**config.mk**
```make
export PLATFORM = sky130hd
export DESIGN_NAME = lenet_conv_top
export DESIGN_NICKNAME = d
export VERILOG_FILES = /design/src/common/lenet_ctrl_pkg.sv /design/src/common/lenet_data_pkg.sv /design/src/mac/lenet_approx_mul.sv /design/src/mac/lenet_mac_lane.sv /design/src/source/lenet_conv_ctrl.sv /design/src/source/lenet_conv_top.sv /design/src/source/lenet_weight_store.sv
export SDC_FILE = /design/constraint.sdc
export NUM_CORES = 1
export LEC_CHECK = 0
export BUFFER_PORTS_ARGS = -buffer_cell sky130_fd_sc_hd__clkbuf_2
export CAP_MARGIN = 30
export CORE_UTILIZATION = 65
export DETAILED_ROUTE_END_ITERATION = 10
export GPL_TIMING_DRIVEN = 0
export HOLD_SLACK_MARGIN = 0.12
export PLACE_DENSITY_LB_ADDON = 0.08
export REMOVE_ABC_BUFFERS = 1
export SLEW_MARGIN = 10
export SYNTH_ARGS = -nofsm -noshare
export SYNTH_HDL_FRONTEND = slang
export SYNTH_SLANG_ARGS = --single-unit
```
**constraint.sdc**
```tcl
create_clock -name clk -period 11.9 [get_ports clk]
set_clock_uncertainty 0.2 [all_clocks]
set_input_delay 0.595 -clock clk [delete_from_list [all_inputs] [get_ports clk]]
set_output_delay 0.595 -clock clk [all_outputs]
set_load 0.01 [all_outputs]
```
**src/common/lenet_ctrl_pkg.sv**
```systemverilog
package lenet_ctrl_pkg;

    // window tracking.
    typedef enum logic {
        ST_IDLE,  // no window open.
        ST_ACCUM  // taps of a window are being taken.
    } conv_state_t;

    // 5x5 kernel.
    localparam int KERNEL_TAPS_DEFAULT = 25;

endpackage

```
**src/common/lenet_data_pkg.sv**
```systemverilog
package lenet_data_pkg;

    // activation from the feature map, unsigned.
    typedef logic [7:0] act_t;

    // kernel weight, unsigned.
    typedef logic [7:0] weight_t;

    // approximate 8x8 product.
    typedef logic [15:0] product_t;

    // 25 products of 255*255 need 21 bits, so 24 leaves headroom.
    localparam int ACC_W_DEFAULT = 24;

endpackage

```
**src/mac/lenet_approx_mul.sv**
```systemverilog
`timescale 1ns/100ps

module lenet_approx_mul (
    input  lenet_data_pkg::act_t     x,
    input  lenet_data_pkg::weight_t  y,
    output lenet_data_pkg::product_t z
);

    // one partial product row per activation bit.
    logic [7:0] pp0;
    logic [7:0] pp1;
    logic [7:0] pp2;
    logic [7:0] pp3;
    logic [7:0] pp4;
    logic [7:0] pp5;
    logic [7:0] pp6;
    logic [7:0] pp7;

    // rows 0 to 5 folded into six compressed words.
    logic [12:0] cw0;
    logic [12:0] cw1;
    logic [12:0] cw2;
    logic [12:0] cw3;
    logic [12:0] cw4;
    logic [12:0] cw5;

    assign pp0 = y & {8{x[0]}};
    assign pp1 = y & {8{x[1]}};
    assign pp2 = y & {8{x[2]}};
    assign pp3 = y & {8{x[3]}};
    assign pp4 = y & {8{x[4]}};
    assign pp5 = y & {8{x[5]}};
    assign pp6 = y & {8{x[6]}};
    assign pp7 = y & {8{x[7]}};

    // each bit pairs neighbouring rows; bits not listed stay zero.
    always_comb begin
        cw0 = '0;
        cw1 = '0;
        cw2 = '0;
        cw3 = '0;
        cw4 = '0;
        cw5 = '0;

        cw0[1]  = pp0[1] | pp1[0];
        cw0[2]  = pp0[1] | pp1[0];  // same pair as bit 1, as characterised.
        cw0[3]  = pp0[3] | pp1[2];
        cw0[5]  = pp2[2] & pp3[1];
        cw0[7]  = pp4[2] | pp5[1];
        cw0[8]  = pp0[7] | pp1[6];
        cw0[9]  = pp2[7] | pp3[6];
        cw0[10] = pp2[7] & pp3[6];
        cw0[11] = pp4[7] & pp5[6];
        cw0[12] = pp5[7];

        cw1[2]  = pp0[2] | pp1[1];
        cw1[3]  = pp2[1] | pp3[0];
        cw1[7]  = pp4[3] ^ pp5[2];
        cw1[8]  = pp1[7];
        cw1[9]  = pp4[4] & pp5[3];
        cw1[10] = pp3[7];
        cw1[11] = pp4[7] | pp5[6];

        cw2[8]  = pp2[5] | pp3[4];
        cw2[9]  = pp4[5] ^ pp5[4];
        cw2[10] = pp4[5] & pp5[4];

        cw3[8]  = pp2[6] | pp3[5];
        cw3[10] = pp4[6] & pp5[5];

        cw4[8]  = pp4[3] & pp5[2];
        cw4[10] = pp4[6] | pp5[5];

        cw5[8]  = pp4[4] ^ pp5[3];
    end

    // exact top rows plus the compressed words, wrapping at 16 bits.
    assign z = lenet_data_pkg::product_t'({pp6, 6'b0})
             + lenet_data_pkg::product_t'({pp7, 7'b0})
             + lenet_data_pkg::product_t'(cw0)
             + lenet_data_pkg::product_t'(cw1)
             + lenet_data_pkg::product_t'(cw2)
             + lenet_data_pkg::product_t'(cw3)
             + lenet_data_pkg::product_t'(cw4)
             + lenet_data_pkg::product_t'(cw5);

endmodule

```
**src/mac/lenet_mac_lane.sv**
```systemverilog
`timescale 1ns/100ps

module lenet_mac_lane #(
    parameter int ACC_W = lenet_data_pkg::ACC_W_DEFAULT
) (
    input  logic                    clk,
    input  logic                    rst_n,
    input  logic                    mac_en,
    input  logic                    first_tap,
    input  logic                    last_tap,
    input  lenet_data_pkg::act_t    pixel,
    input  lenet_data_pkg::weight_t tap_weight,
    output logic                    result_valid,
    output logic [ACC_W-1:0]        result
);

    lenet_data_pkg::product_t prod;
    lenet_data_pkg::product_t prod_q;
    logic                     valid_q;
    logic                     first_q;
    logic                     last_q;
    logic [ACC_W-1:0]         acc;
    logic [ACC_W-1:0]         acc_next;

    lenet_approx_mul lenet_approx_mul_i (
        .x (pixel),
        .y (tap_weight),
        .z (prod)
    );

    // stage 1 product register, only loaded on a tap.
    always_ff @(posedge clk) begin
        if (mac_en) begin
            prod_q <= prod;
        end
    end

    always_ff @(posedge clk or negedge rst_n) begin
        if (!rst_n) begin
            valid_q <= 1'b0;
            first_q <= 1'b0;
            last_q  <= 1'b0;
        end else begin
            valid_q <= mac_en;
            if (mac_en) begin
                first_q <= first_tap;
                last_q  <= last_tap;
            end
        end
    end

    // a first tap restarts the sum instead of adding to the old window.
    assign acc_next = first_q ? ACC_W'(prod_q) : acc + ACC_W'(prod_q);

    always_ff @(posedge clk or negedge rst_n) begin
        if (!rst_n) begin
            acc          <= '0;
            result       <= '0;
            result_valid <= 1'b0;
        end else begin
            result_valid <= valid_q && last_q;
            if (valid_q) begin
                acc <= acc_next;
            end
            if (valid_q && last_q) begin
                result <= acc_next;  // held until the next window closes.
            end
        end
    end

endmodule

```
**src/source/lenet_conv_ctrl.sv**
```systemverilog
`timescale 1ns/100ps

module lenet_conv_ctrl #(
    parameter int KERNEL_TAPS = lenet_ctrl_pkg::KERNEL_TAPS_DEFAULT,
    localparam int TAP_W      = (KERNEL_TAPS > 1) ? $clog2(KERNEL_TAPS) : 1
) (
    input  logic             clk,
    input  logic             rst_n,
    input  logic             pixel_valid,
    output logic [TAP_W-1:0] tap_index,
    output logic             mac_en,
    output logic             first_tap,
    output logic             last_tap
);

    localparam logic [TAP_W-1:0] LAST_TAP = TAP_W'(KERNEL_TAPS - 1);

    lenet_ctrl_pkg::conv_state_t state;
    lenet_ctrl_pkg::conv_state_t state_next;
    logic [TAP_W-1:0]            tap_cnt;
    logic [TAP_W-1:0]            tap_cnt_next;

    assign tap_index = tap_cnt;
    assign mac_en    = pixel_valid;
    assign first_tap = pixel_valid && (tap_cnt == '0);
    assign last_tap  = pixel_valid && (tap_cnt == LAST_TAP);

    always_comb begin
        state_next   = state;
        tap_cnt_next = tap_cnt;
        case (state)
            lenet_ctrl_pkg::ST_IDLE: begin
                if (pixel_valid) begin
                    // a one tap kernel closes on the same strobe.
                    state_next   = last_tap ? lenet_ctrl_pkg::ST_IDLE
                                            : lenet_ctrl_pkg::ST_ACCUM;
                    tap_cnt_next = last_tap ? '0 : tap_cnt + 1'b1;
                end
            end
            lenet_ctrl_pkg::ST_ACCUM: begin
                if (pixel_valid) begin
                    if (last_tap) begin
                        state_next   = lenet_ctrl_pkg::ST_IDLE;
                        tap_cnt_next = '0;
                    end else begin
                        tap_cnt_next = tap_cnt + 1'b1;
                    end
                end
            end
            default: begin
                state_next   = lenet_ctrl_pkg::ST_IDLE;
                tap_cnt_next = '0;
            end
        endcase
    end

    always_ff @(posedge clk or negedge rst_n) begin
        if (!rst_n) begin
            state   <= lenet_ctrl_pkg::ST_IDLE;
            tap_cnt <= '0;
        end else begin
            state   <= state_next;
            tap_cnt <= tap_cnt_next;
        end
    end

endmodule

```
**src/source/lenet_conv_top.sv**
```systemverilog
`timescale 1ns/100ps

module lenet_conv_top #(
    parameter int KERNEL_TAPS = lenet_ctrl_pkg::KERNEL_TAPS_DEFAULT,
    parameter int ACC_W       = lenet_data_pkg::ACC_W_DEFAULT,
    localparam int TAP_W      = (KERNEL_TAPS > 1) ? $clog2(KERNEL_TAPS) : 1
) (
    input  logic                    clk,
    input  logic                    rst_n,
    input  logic                    weight_wr,
    input  logic [TAP_W-1:0]        weight_addr,
    input  lenet_data_pkg::weight_t weight_data,
    input  logic                    pixel_valid,
    input  lenet_data_pkg::act_t    pixel,
    output logic                    result_valid,
    output logic [ACC_W-1:0]        result
);

    logic [TAP_W-1:0]        tap_index;
    lenet_data_pkg::weight_t tap_weight;
    logic                    mac_en;
    logic                    first_tap;
    logic                    last_tap;

    lenet_conv_ctrl #(
        .KERNEL_TAPS (KERNEL_TAPS)
    ) lenet_conv_ctrl_i (
        .clk         (clk),
        .rst_n       (rst_n),
        .pixel_valid (pixel_valid),
        .tap_index   (tap_index),
        .mac_en      (mac_en),
        .first_tap   (first_tap),
        .last_tap    (last_tap)
    );

    lenet_weight_store #(
        .KERNEL_TAPS (KERNEL_TAPS)
    ) lenet_weight_store_i (
        .clk         (clk),
        .rst_n       (rst_n),
        .weight_wr   (weight_wr),
        .weight_addr (weight_addr),
        .weight_data (weight_data),
        .tap_index   (tap_index),
        .tap_weight  (tap_weight)
    );

    // activation bypasses the controller and meets its weight in the lane.
    lenet_mac_lane #(
        .ACC_W (ACC_W)
    ) lenet_mac_lane_i (
        .clk          (clk),
        .rst_n        (rst_n),
        .mac_en       (mac_en),
        .first_tap    (first_tap),
        .last_tap     (last_tap),
        .pixel        (pixel),
        .tap_weight   (tap_weight),
        .result_valid (result_valid),
        .result       (result)
    );

endmodule

```
**src/source/lenet_weight_store.sv**
```systemverilog
`timescale 1ns/100ps

module lenet_weight_store #(
    parameter int KERNEL_TAPS = lenet_ctrl_pkg::KERNEL_TAPS_DEFAULT,
    localparam int TAP_W      = (KERNEL_TAPS > 1) ? $clog2(KERNEL_TAPS) : 1
) (
    input  logic                    clk,
    input  logic                    rst_n,
    input  logic                    weight_wr,
    input  logic [TAP_W-1:0]        weight_addr,
    input  lenet_data_pkg::weight_t weight_data,
    input  logic [TAP_W-1:0]        tap_index,
    output lenet_data_pkg::weight_t tap_weight
);

    lenet_data_pkg::weight_t weights [KERNEL_TAPS];

    always_ff @(posedge clk or negedge rst_n) begin
        if (!rst_n) begin
            for (int i = 0; i < KERNEL_TAPS; i++) begin
                weights[i] <= '0;
            end
        end else if (weight_wr && (weight_addr < KERNEL_TAPS)) begin
            weights[weight_addr] <= weight_data;  // out of range writes dropped.
        end
    end

    // unused codes of a non power of two index read as zero.
    assign tap_weight = (tap_index < KERNEL_TAPS) ? weights[tap_index] : '0;

endmodule

```
==> flow_summary.toml, run 1 <==
[synthesis]
ys_types = 65
synth_edf_count = 15
ys_warn_count = 0
syn_inst = 1094
postSynthAreaPerCell_sq_um = 13.0
netlist_area_sq_um = 14300
ys_ff_latch = 272
postSynth.asyncResetShare = 0.945
synth_area_leaders = "dfrtp_1 45%, mux2_2 16%, mux4_2 6.3%, ha_1 3.9%, edfxtp_1 3.2%"
synth_top_area_share = 0.451
synth-seq-area-share = 0.482
synth_top_cell_by_area = "dfrtp_1"
synthFlopType = "dfrtp_1"

[routing]
drtIter0Drc = 512
dr.pass1.iters = 6
drc = 0
ant_nets = 0
wire_per_inst_um = 20.8
num_vias = 8785
wirelength_um = 29500
viasPerCell = 6.21

[placement]
portBuffers = 49
dp_hpwl_um = 19600
gp_congestion = 0.849
dpl_cell_area_sq_um = 14700
place_ws_ps = 5730
dp_cells = 1364

[cts]
cts_resized = 0
cts_buffers = 28
clkLatencyLatePin_ps = 550
cts.sinks = 272
cts_tree = "built"
root_buffer = "clkbuf_16"
htreeDepth = 1
clkTransAtPathRegs_ps = 60
clk_path_buf_depth = 3

[timing]
rsz0062_at_grt = "no"
fmax_mhz = 162
fin_crit_sh = 0.517
finalSetupViolations = 0
finalHoldViolations = 0
worst_pin_slew_ps = 939
slew_headroom = 0.373
layout_setup_ws_ps = 5740
finalMaxSlewViolations = 0
final.setup.tns_ps = 0
final.min_clock_period_ps = 6160

[setup_path]
cp-end-kind = "flip-flop"
r2r_start = "lenet_conv_ctrl_i.tap_index[0]$_DFFE_PN0P_"
r2r_cells = 19
cp.required_ps = 11970
cp_max_fo = 33
reg2reg_to = "lenet_mac_lane_i.prod_q[15]$_DFFE_PP_"
path_class = "flip-flop to flip-flop"
worstPathArrival_ps = 6220
r2r_slack_ps = 5740
worst_setup_path_start_kind = "flip-flop"

[power]
vdd_ir_drop_max_uv = 184
pwr-share-clk = 0.191
p_leak_uw = 0.00726
p_total_uw = 4270
power.density_nw_per_um2 = 274
sw_frac_of_total = 0.380
p_int_uw = 2650
power.switching_uw = 1620
power_frac_comb = 0.471
p_seq_frac = 0.338

[global_route]
grt_max_degree = 93
grtUsageMet3 = 0.0376
grtUsageMet2 = 0.480
grt_pass1_vias = 8954
antenna_found_initial = 0
grt.total_usage = 0.279
top_usage_layer = "met2"
grt_use_met1 = 0.375
grt_remaining_overflow = 0
grt_first_pass_wirelength_um = 48100

[min_path]
min_path_type = "flip-flop to flip-flop"
worstHoldStart = "lenet_mac_lane_i.result[16]$_DFFE_PN0P_"
holdPathEnd = "lenet_mac_lane_i.result[16]$_DFFE_PN0P_"
whs_path_depth = 2

[layout]
stdcell_count = 1415
multi_input_area_sq_um = 6970
drive_gt1_frac = 0.313
layout.cells.most_common_list = "253 x dfrtp_1, 202 x mux2_2, 83 x nand2_1, 48 x clkbuf_2, 47 x nor2_1"
fin_nets = 1210
fill_cells = 1414
diodes = 0
fin_area_sq_um = 15600
regArea_sq_um = 6890
syn_to_final_growth_pct = 9.09
final_common_cell = "dfrtp_1"

[floorplan]
initial_core_util = 0.671
pin_count = 50
die_w_um = 150
die_area_sq_um = 22600
num_rows = 53
coreArea_sq_um = 21300
die_height_um = 150

[job]
drv_cap = 0

[run_status]
status = "finished clean"
flip-flops by register name, indices dropped and copies added, names as in the netlist:
name,cells
lenet_conv_ctrl_i.tap_index,5
lenet_mac_lane_i.result_valid,1
lenet_mac_lane_i.prod_q,15
lenet_mac_lane_i.valid_q,1
lenet_weight_store_i.weights,200
lenet_mac_lane_i.first_q,1
lenet_mac_lane_i.last_q,1
lenet_mac_lane_i.result,24
lenet_mac_lane_i.acc,24
metrics by stage:
step                      hold slack, ps   util
after global placement               260  0.684
after detailed placement             270  0.691
after floorplan                     99.4      -
final                                272  0.731
after CTS                            283  0.731
after global routing                 307  0.731
final cells by class:
type,instances,share of cell area
Clock buffer,42,0.0516
Sequential cell,272,0.443
Tap cell,275,0.0221
Timing Repair Buffer,57,0.0247
Clock inverter,8,0.00346
Multi-Input combinational cell,729,0.448
Inverter,32,0.00771
critical path, stage by stage (launching register included):
cell	delay (ps)
dfrtp_4	650
buf_16	280
nor4b_4	530
nand2_1	110
o211a_1	200
a221oi_2	480
and2_1	220
ha_1	230
ha_1	290
fa_1	470
fa_1	540
inv_1	50
fa_1	410
inv_1	70
ha_1	250
nor3b_1	160
o21a_1	180
o21ai_0	230
a21oi_1	130
xnor2_1	170
synthesized netlist by cell type (6+ instances only):
master / instances
a21o_1: 10
a21oi_1: 26
a22o_1: 10
a31oi_1: 10
and2_1: 15
buf_2: 9
clkbuf_1: 42
dfrtp_1: 257
edfxtp_1: 15
fa_1: 21
ha_1: 44
inv_1: 30
mux2_2: 202
mux2i_1: 36
mux4_1: 8
mux4_2: 40
nand2_1: 83
nand2b_1: 6
nand3_1: 18
nor2_1: 47
nor2b_1: 15
nor3_1: 6
o211a_1: 6
o211ai_1: 12
o21ai_0: 29
xnor2_1: 16
xor2_1: 7
power by group through the flow:
stage / Combinational, uW / Clock, uW / Sequential [uW]
floorplan: 1520 / 0 / 1410
global placement: 1960 / 0 / 1470
CTS: 2030 / 833 / 1440
detailed placement: 2010 / 0 / 1460
global route: 2250 / 871 / 1480
finish: 2010 / 815 / 1440
worst max-delay path by stage:
stage,cells past startpoint,startpoint,end
floorplan,17,lenet_conv_ctrl_i.tap_index[0]$_DFFE_PN0P_,lenet_mac_lane_i.prod_q[15]$_DFFE_PP_
global placement,18,lenet_conv_ctrl_i.tap_index[0]$_DFFE_PN0P_,lenet_mac_lane_i.prod_q[15]$_DFFE_PP_
detailed placement,18,lenet_conv_ctrl_i.tap_index[0]$_DFFE_PN0P_,lenet_mac_lane_i.prod_q[15]$_DFFE_PP_
CTS,18,lenet_conv_ctrl_i.tap_index[0]$_DFFE_PN0P_,lenet_mac_lane_i.prod_q[15]$_DFFE_PP_
global route,19,lenet_conv_ctrl_i.tap_index[0]$_DFFE_PN0P_,lenet_mac_lane_i.prod_q[15]$_DFFE_PP_
finish,19,lenet_conv_ctrl_i.tap_index[0]$_DFFE_PN0P_,lenet_mac_lane_i.prod_q[15]$_DFFE_PP_
per-layer routing:
layer	part of all wire	wire length, um
met1	0.44	12900
met2	0.50	14800
met3	0.036	1050
met4	0.025	730
met5	0	0
kinds of logic after synthesis:
group                    Yosys count  synth area share
XOR/XNOR                          23            0.0141
flip-flops                       272             0.482
buffers and inverters             93            0.0293
AO/OA/AOI/OAI                    137            0.0684
adder cells (fa/ha/maj)           65            0.0680
multiplexers                     286             0.262
AND/OR/NAND/NOR                  218            0.0756
timing repair:
item,in CTS,in global routing
hold endpoints to repair,75,0
hold buffers,1,0
buffers inserted,0,0
(Power assumes the default switching activity.)
==> run 2, diff against run 1 <==
--- a/config.mk
+++ b/config.mk
@@ -7,7 +7,7 @@
 export LEC_CHECK = 0
 export BUFFER_PORTS_ARGS = -buffer_cell sky130_fd_sc_hd__clkbuf_2
 export CAP_MARGIN = 30
-export CORE_UTILIZATION = 65
+export CORE_UTILIZATION = 57
 export DETAILED_ROUTE_END_ITERATION = 10
 export GPL_TIMING_DRIVEN = 0
 export HOLD_SLACK_MARGIN = 0.12
==> constraint.sdc (replaced) <==
create_clock -name clk -period 5.3 [get_ports clk]
set_clock_uncertainty 0.2 [all_clocks]
set_input_delay 0.265 -clock clk [delete_from_list [all_inputs] [get_ports clk]]
set_output_delay 0.265 -clock clk [all_outputs]
set_load 0.01 [all_outputs]
==> flow_summary.toml, run 2 (synthesized netlist as in run 1, its figures left out) <==
[global_route]
grt_first_pass_wirelength_um = 52700
grt_remaining_overflow = 0
grt.total_usage = 0.264
antenna_found_initial = 0
grt_max_degree = 99
grt_pass1_vias = 9574

[timing]
finalSetupViolations = 5
fin_crit_sh = 1.05
finalHoldViolations = 0
fmax_mhz = 179
slew_headroom = 0.364
layout_setup_ws_ps = -280
hold_ws_ps = 126
worst_pin_slew_ps = 953
final.setup.tns_ps = -936
rsz0062_at_grt = "yes"
finalMaxSlewViolations = 0
final.min_clock_period_ps = 5580

[layout]
multi_input_area_sq_um = 7290
reg_top3 = "lenet_weight_store_i.weights: 200 flops, lenet_mac_lane_i.acc: 24 flops, lenet_mac_lane_i.result: 24 flops"
fill_cells = 1805
stdcell_count = 1516
top_register = "lenet_weight_store_i.weights"
drive_gt1_frac = 0.383
syn_to_final_growth_pct = 16.9
fin_nets = 1259
regArea_sq_um = 6900
diodes = 0
final_common_cell = "dfrtp_1"
layout.cells.most_common_list = "252 x dfrtp_1, 202 x mux2_2, 81 x nand2_1, 49 x clkbuf_2, 44 x mux4_2"
largest_reg_flops = 200

[cts]
cts_tree = "built"
clkLatencyLatePin_ps = 560
cts_buffers = 29
cts.sinks = 272
clk_path_buf_depth = 3
root_buffer = "clkbuf_16"
htreeDepth = 1
clkTransAtPathRegs_ps = 60

[setup_path]
cp_top_family = "adder cells"
cp-end-kind = "flip-flop"
cp_num_buf_inv = 4
crit_top_cell = "fa_1"
r2r_slack_ps = -280
r2r_cells = 19
r2r_start = "lenet_conv_ctrl_i.tap_index[0]$_DFFE_PN0P_"
path_class = "flip-flop to flip-flop"
reg2reg_to = "lenet_mac_lane_i.prod_q[14]$_DFFE_PP_"
cp.required_ps = 5400
worst_setup_path_start_kind = "flip-flop"
cp_cell_sequence = "buf_16 > buf_16 > buf_4 > mux4_2 > mux2i_4 > a221oi_4 > buf_6 > nand3_2 > nor2_2 > fa_1 > fa_1 > fa_1 > fa_1 > ha_4 > nor2b_4 > o21ai_1 > nand2b_1 > a21oi_2 > xnor2_2"
worstPathArrival_ps = 5670
slowest_stage = "fa_1"
cpPeakStageDelay_ps = 560
cp_max_fo = 5

[placement]
dp_hpwl_um = 19800
portBuffers = 49
gp_congestion = 0.829
dp_cells = 1411

[run_status]
violations = "negative setup slack"
status = "finished, violations left"

[routing]
wirelength_um = 32200
viasPerCell = 5.98
ant_nets = 0
dr.pass1.iters = 5
drtIter0Drc = 494
num_vias = 9066
drc = 0
wire_per_inst_um = 21.2

[floorplan]
die_w_um = 160
die_area_sq_um = 25700
die_height_um = 160
initial_core_util = 0.583
num_rows = 57
pin_count = 50
coreArea_sq_um = 24500

[min_path]
min_path_type = "primary input to flip-flop"
holdPathEnd = "lenet_weight_store_i.weights[58]$_DFFE_PN0P_"
worstHoldStart = "weight_addr[3]"
whs_path_depth = 3

[power]
power.density_nw_per_um2 = 694
p_leak_uw = 0.00765
vdd_ir_drop_max_uv = 825

[job]
drv_cap = 0
## run 2: changes by cell type in the layout (fill, tap and decap cells not counted), moves of 6 or more
cell / previous run / this run
clkbuf_1: 9 / 1
mux2i_1: 36 / 23
buf_4: 3 / 21
dlygate4sd3_1: 1 / 12
mux2i_2: 0 / 8
buf_6: 0 / 6
## run 2: worst register-to-register path: stages, from the launching register on
cell and delay, ps:
dfrtp_4 550, buf_16 180, buf_16 140, buf_4 140, mux4_2 360, mux2i_4 90
a221oi_4 480, buf_6 180, nand3_2 110, nor2_2 130, fa_1 420, fa_1 530
fa_1 430, fa_1 560, ha_4 220, nor2b_4 120, o21ai_1 120, nand2b_1 90
a21oi_2 170, xnor2_2 110
## run 2: power breakdown
| group | switching, uW | internal (uW) | total (uW) |
|---|---|---|---|
| Sequential | 407 | 2740 | 3150 |
| Combinational | 3110 | 3270 | 6380 |
| Clock | 855 | 1200 | 2050 |
| Total | 4370 | 7210 | 11600 |
## run 2: area by class of cell
type / instances / share of cell area
clock buffer: 33 / 0.0462
sequential: 272 / 0.413
clock inverter: 21 / 0.0125
inverter: 32 / 0.00735
multi-input combinational: 729 / 0.437
tap: 324 / 0.0243
timing repair buffer: 105 / 0.0592
## run 2: timing repair
action | CTS | global route
pin swaps | 30 | 7
hold endpoints to repair | 264 | 0
cloned | 4 | 0
resized for setup | 77 | 6
hold buffers | 12 | 0
buffers inserted | 27 | 6
setup endpoints to repair | 7 | 5
## run 2: how the worst max path moves through the flow
stage	slack, ps	end	cells after the start	from
after floorplan	-1480	lenet_mac_lane_i.prod_q[15]$_DFFE_PP_	17	lenet_conv_ctrl_i.tap_index[0]$_DFFE_PN0P_
after global placement	-3180	lenet_mac_lane_i.prod_q[15]$_DFFE_PP_	17	lenet_conv_ctrl_i.tap_index[0]$_DFFE_PN0P_
after detailed placement	-1030	lenet_mac_lane_i.prod_q[15]$_DFFE_PP_	18	lenet_conv_ctrl_i.tap_index[0]$_DFFE_PN0P_
after CTS	-300	lenet_mac_lane_i.prod_q[15]$_DFFE_PP_	19	lenet_conv_ctrl_i.tap_index[0]$_DFFE_PN0P_
after global routing	-430	lenet_mac_lane_i.prod_q[14]$_DFFE_PP_	19	lenet_conv_ctrl_i.tap_index[0]$_DFFE_PN0P_
final	-280	lenet_mac_lane_i.prod_q[14]$_DFFE_PP_	19	lenet_conv_ctrl_i.tap_index[0]$_DFFE_PN0P_
## run 2: through the flow
step | area [sq um] | total power (uW) | utilization | setup WS [ps]
after floorplan | 14000 | 6590 | - | -1480
after global placement | 14600 | 7720 | 0.598 | -3180
after detailed placement | 14800 | 7800 | 0.603 | -1030
after CTS | 16600 | 11400 | 0.678 | -298
after global routing | 16700 | 12300 | 0.682 | -434
final | 16700 | 11600 | 0.682 | -280
## run 2: per-layer routing
metal / share of wire / vias to the layer above / GRT usage
met5: 0 / - / 0
met4: 0.034 / 0 / 0.0909
met3: 0.028 / 63 / 0.0286
met2: 0.51 / 169 / 0.453
met1: 0.43 / 4675 / 0.352
li1: - / 4159 / -
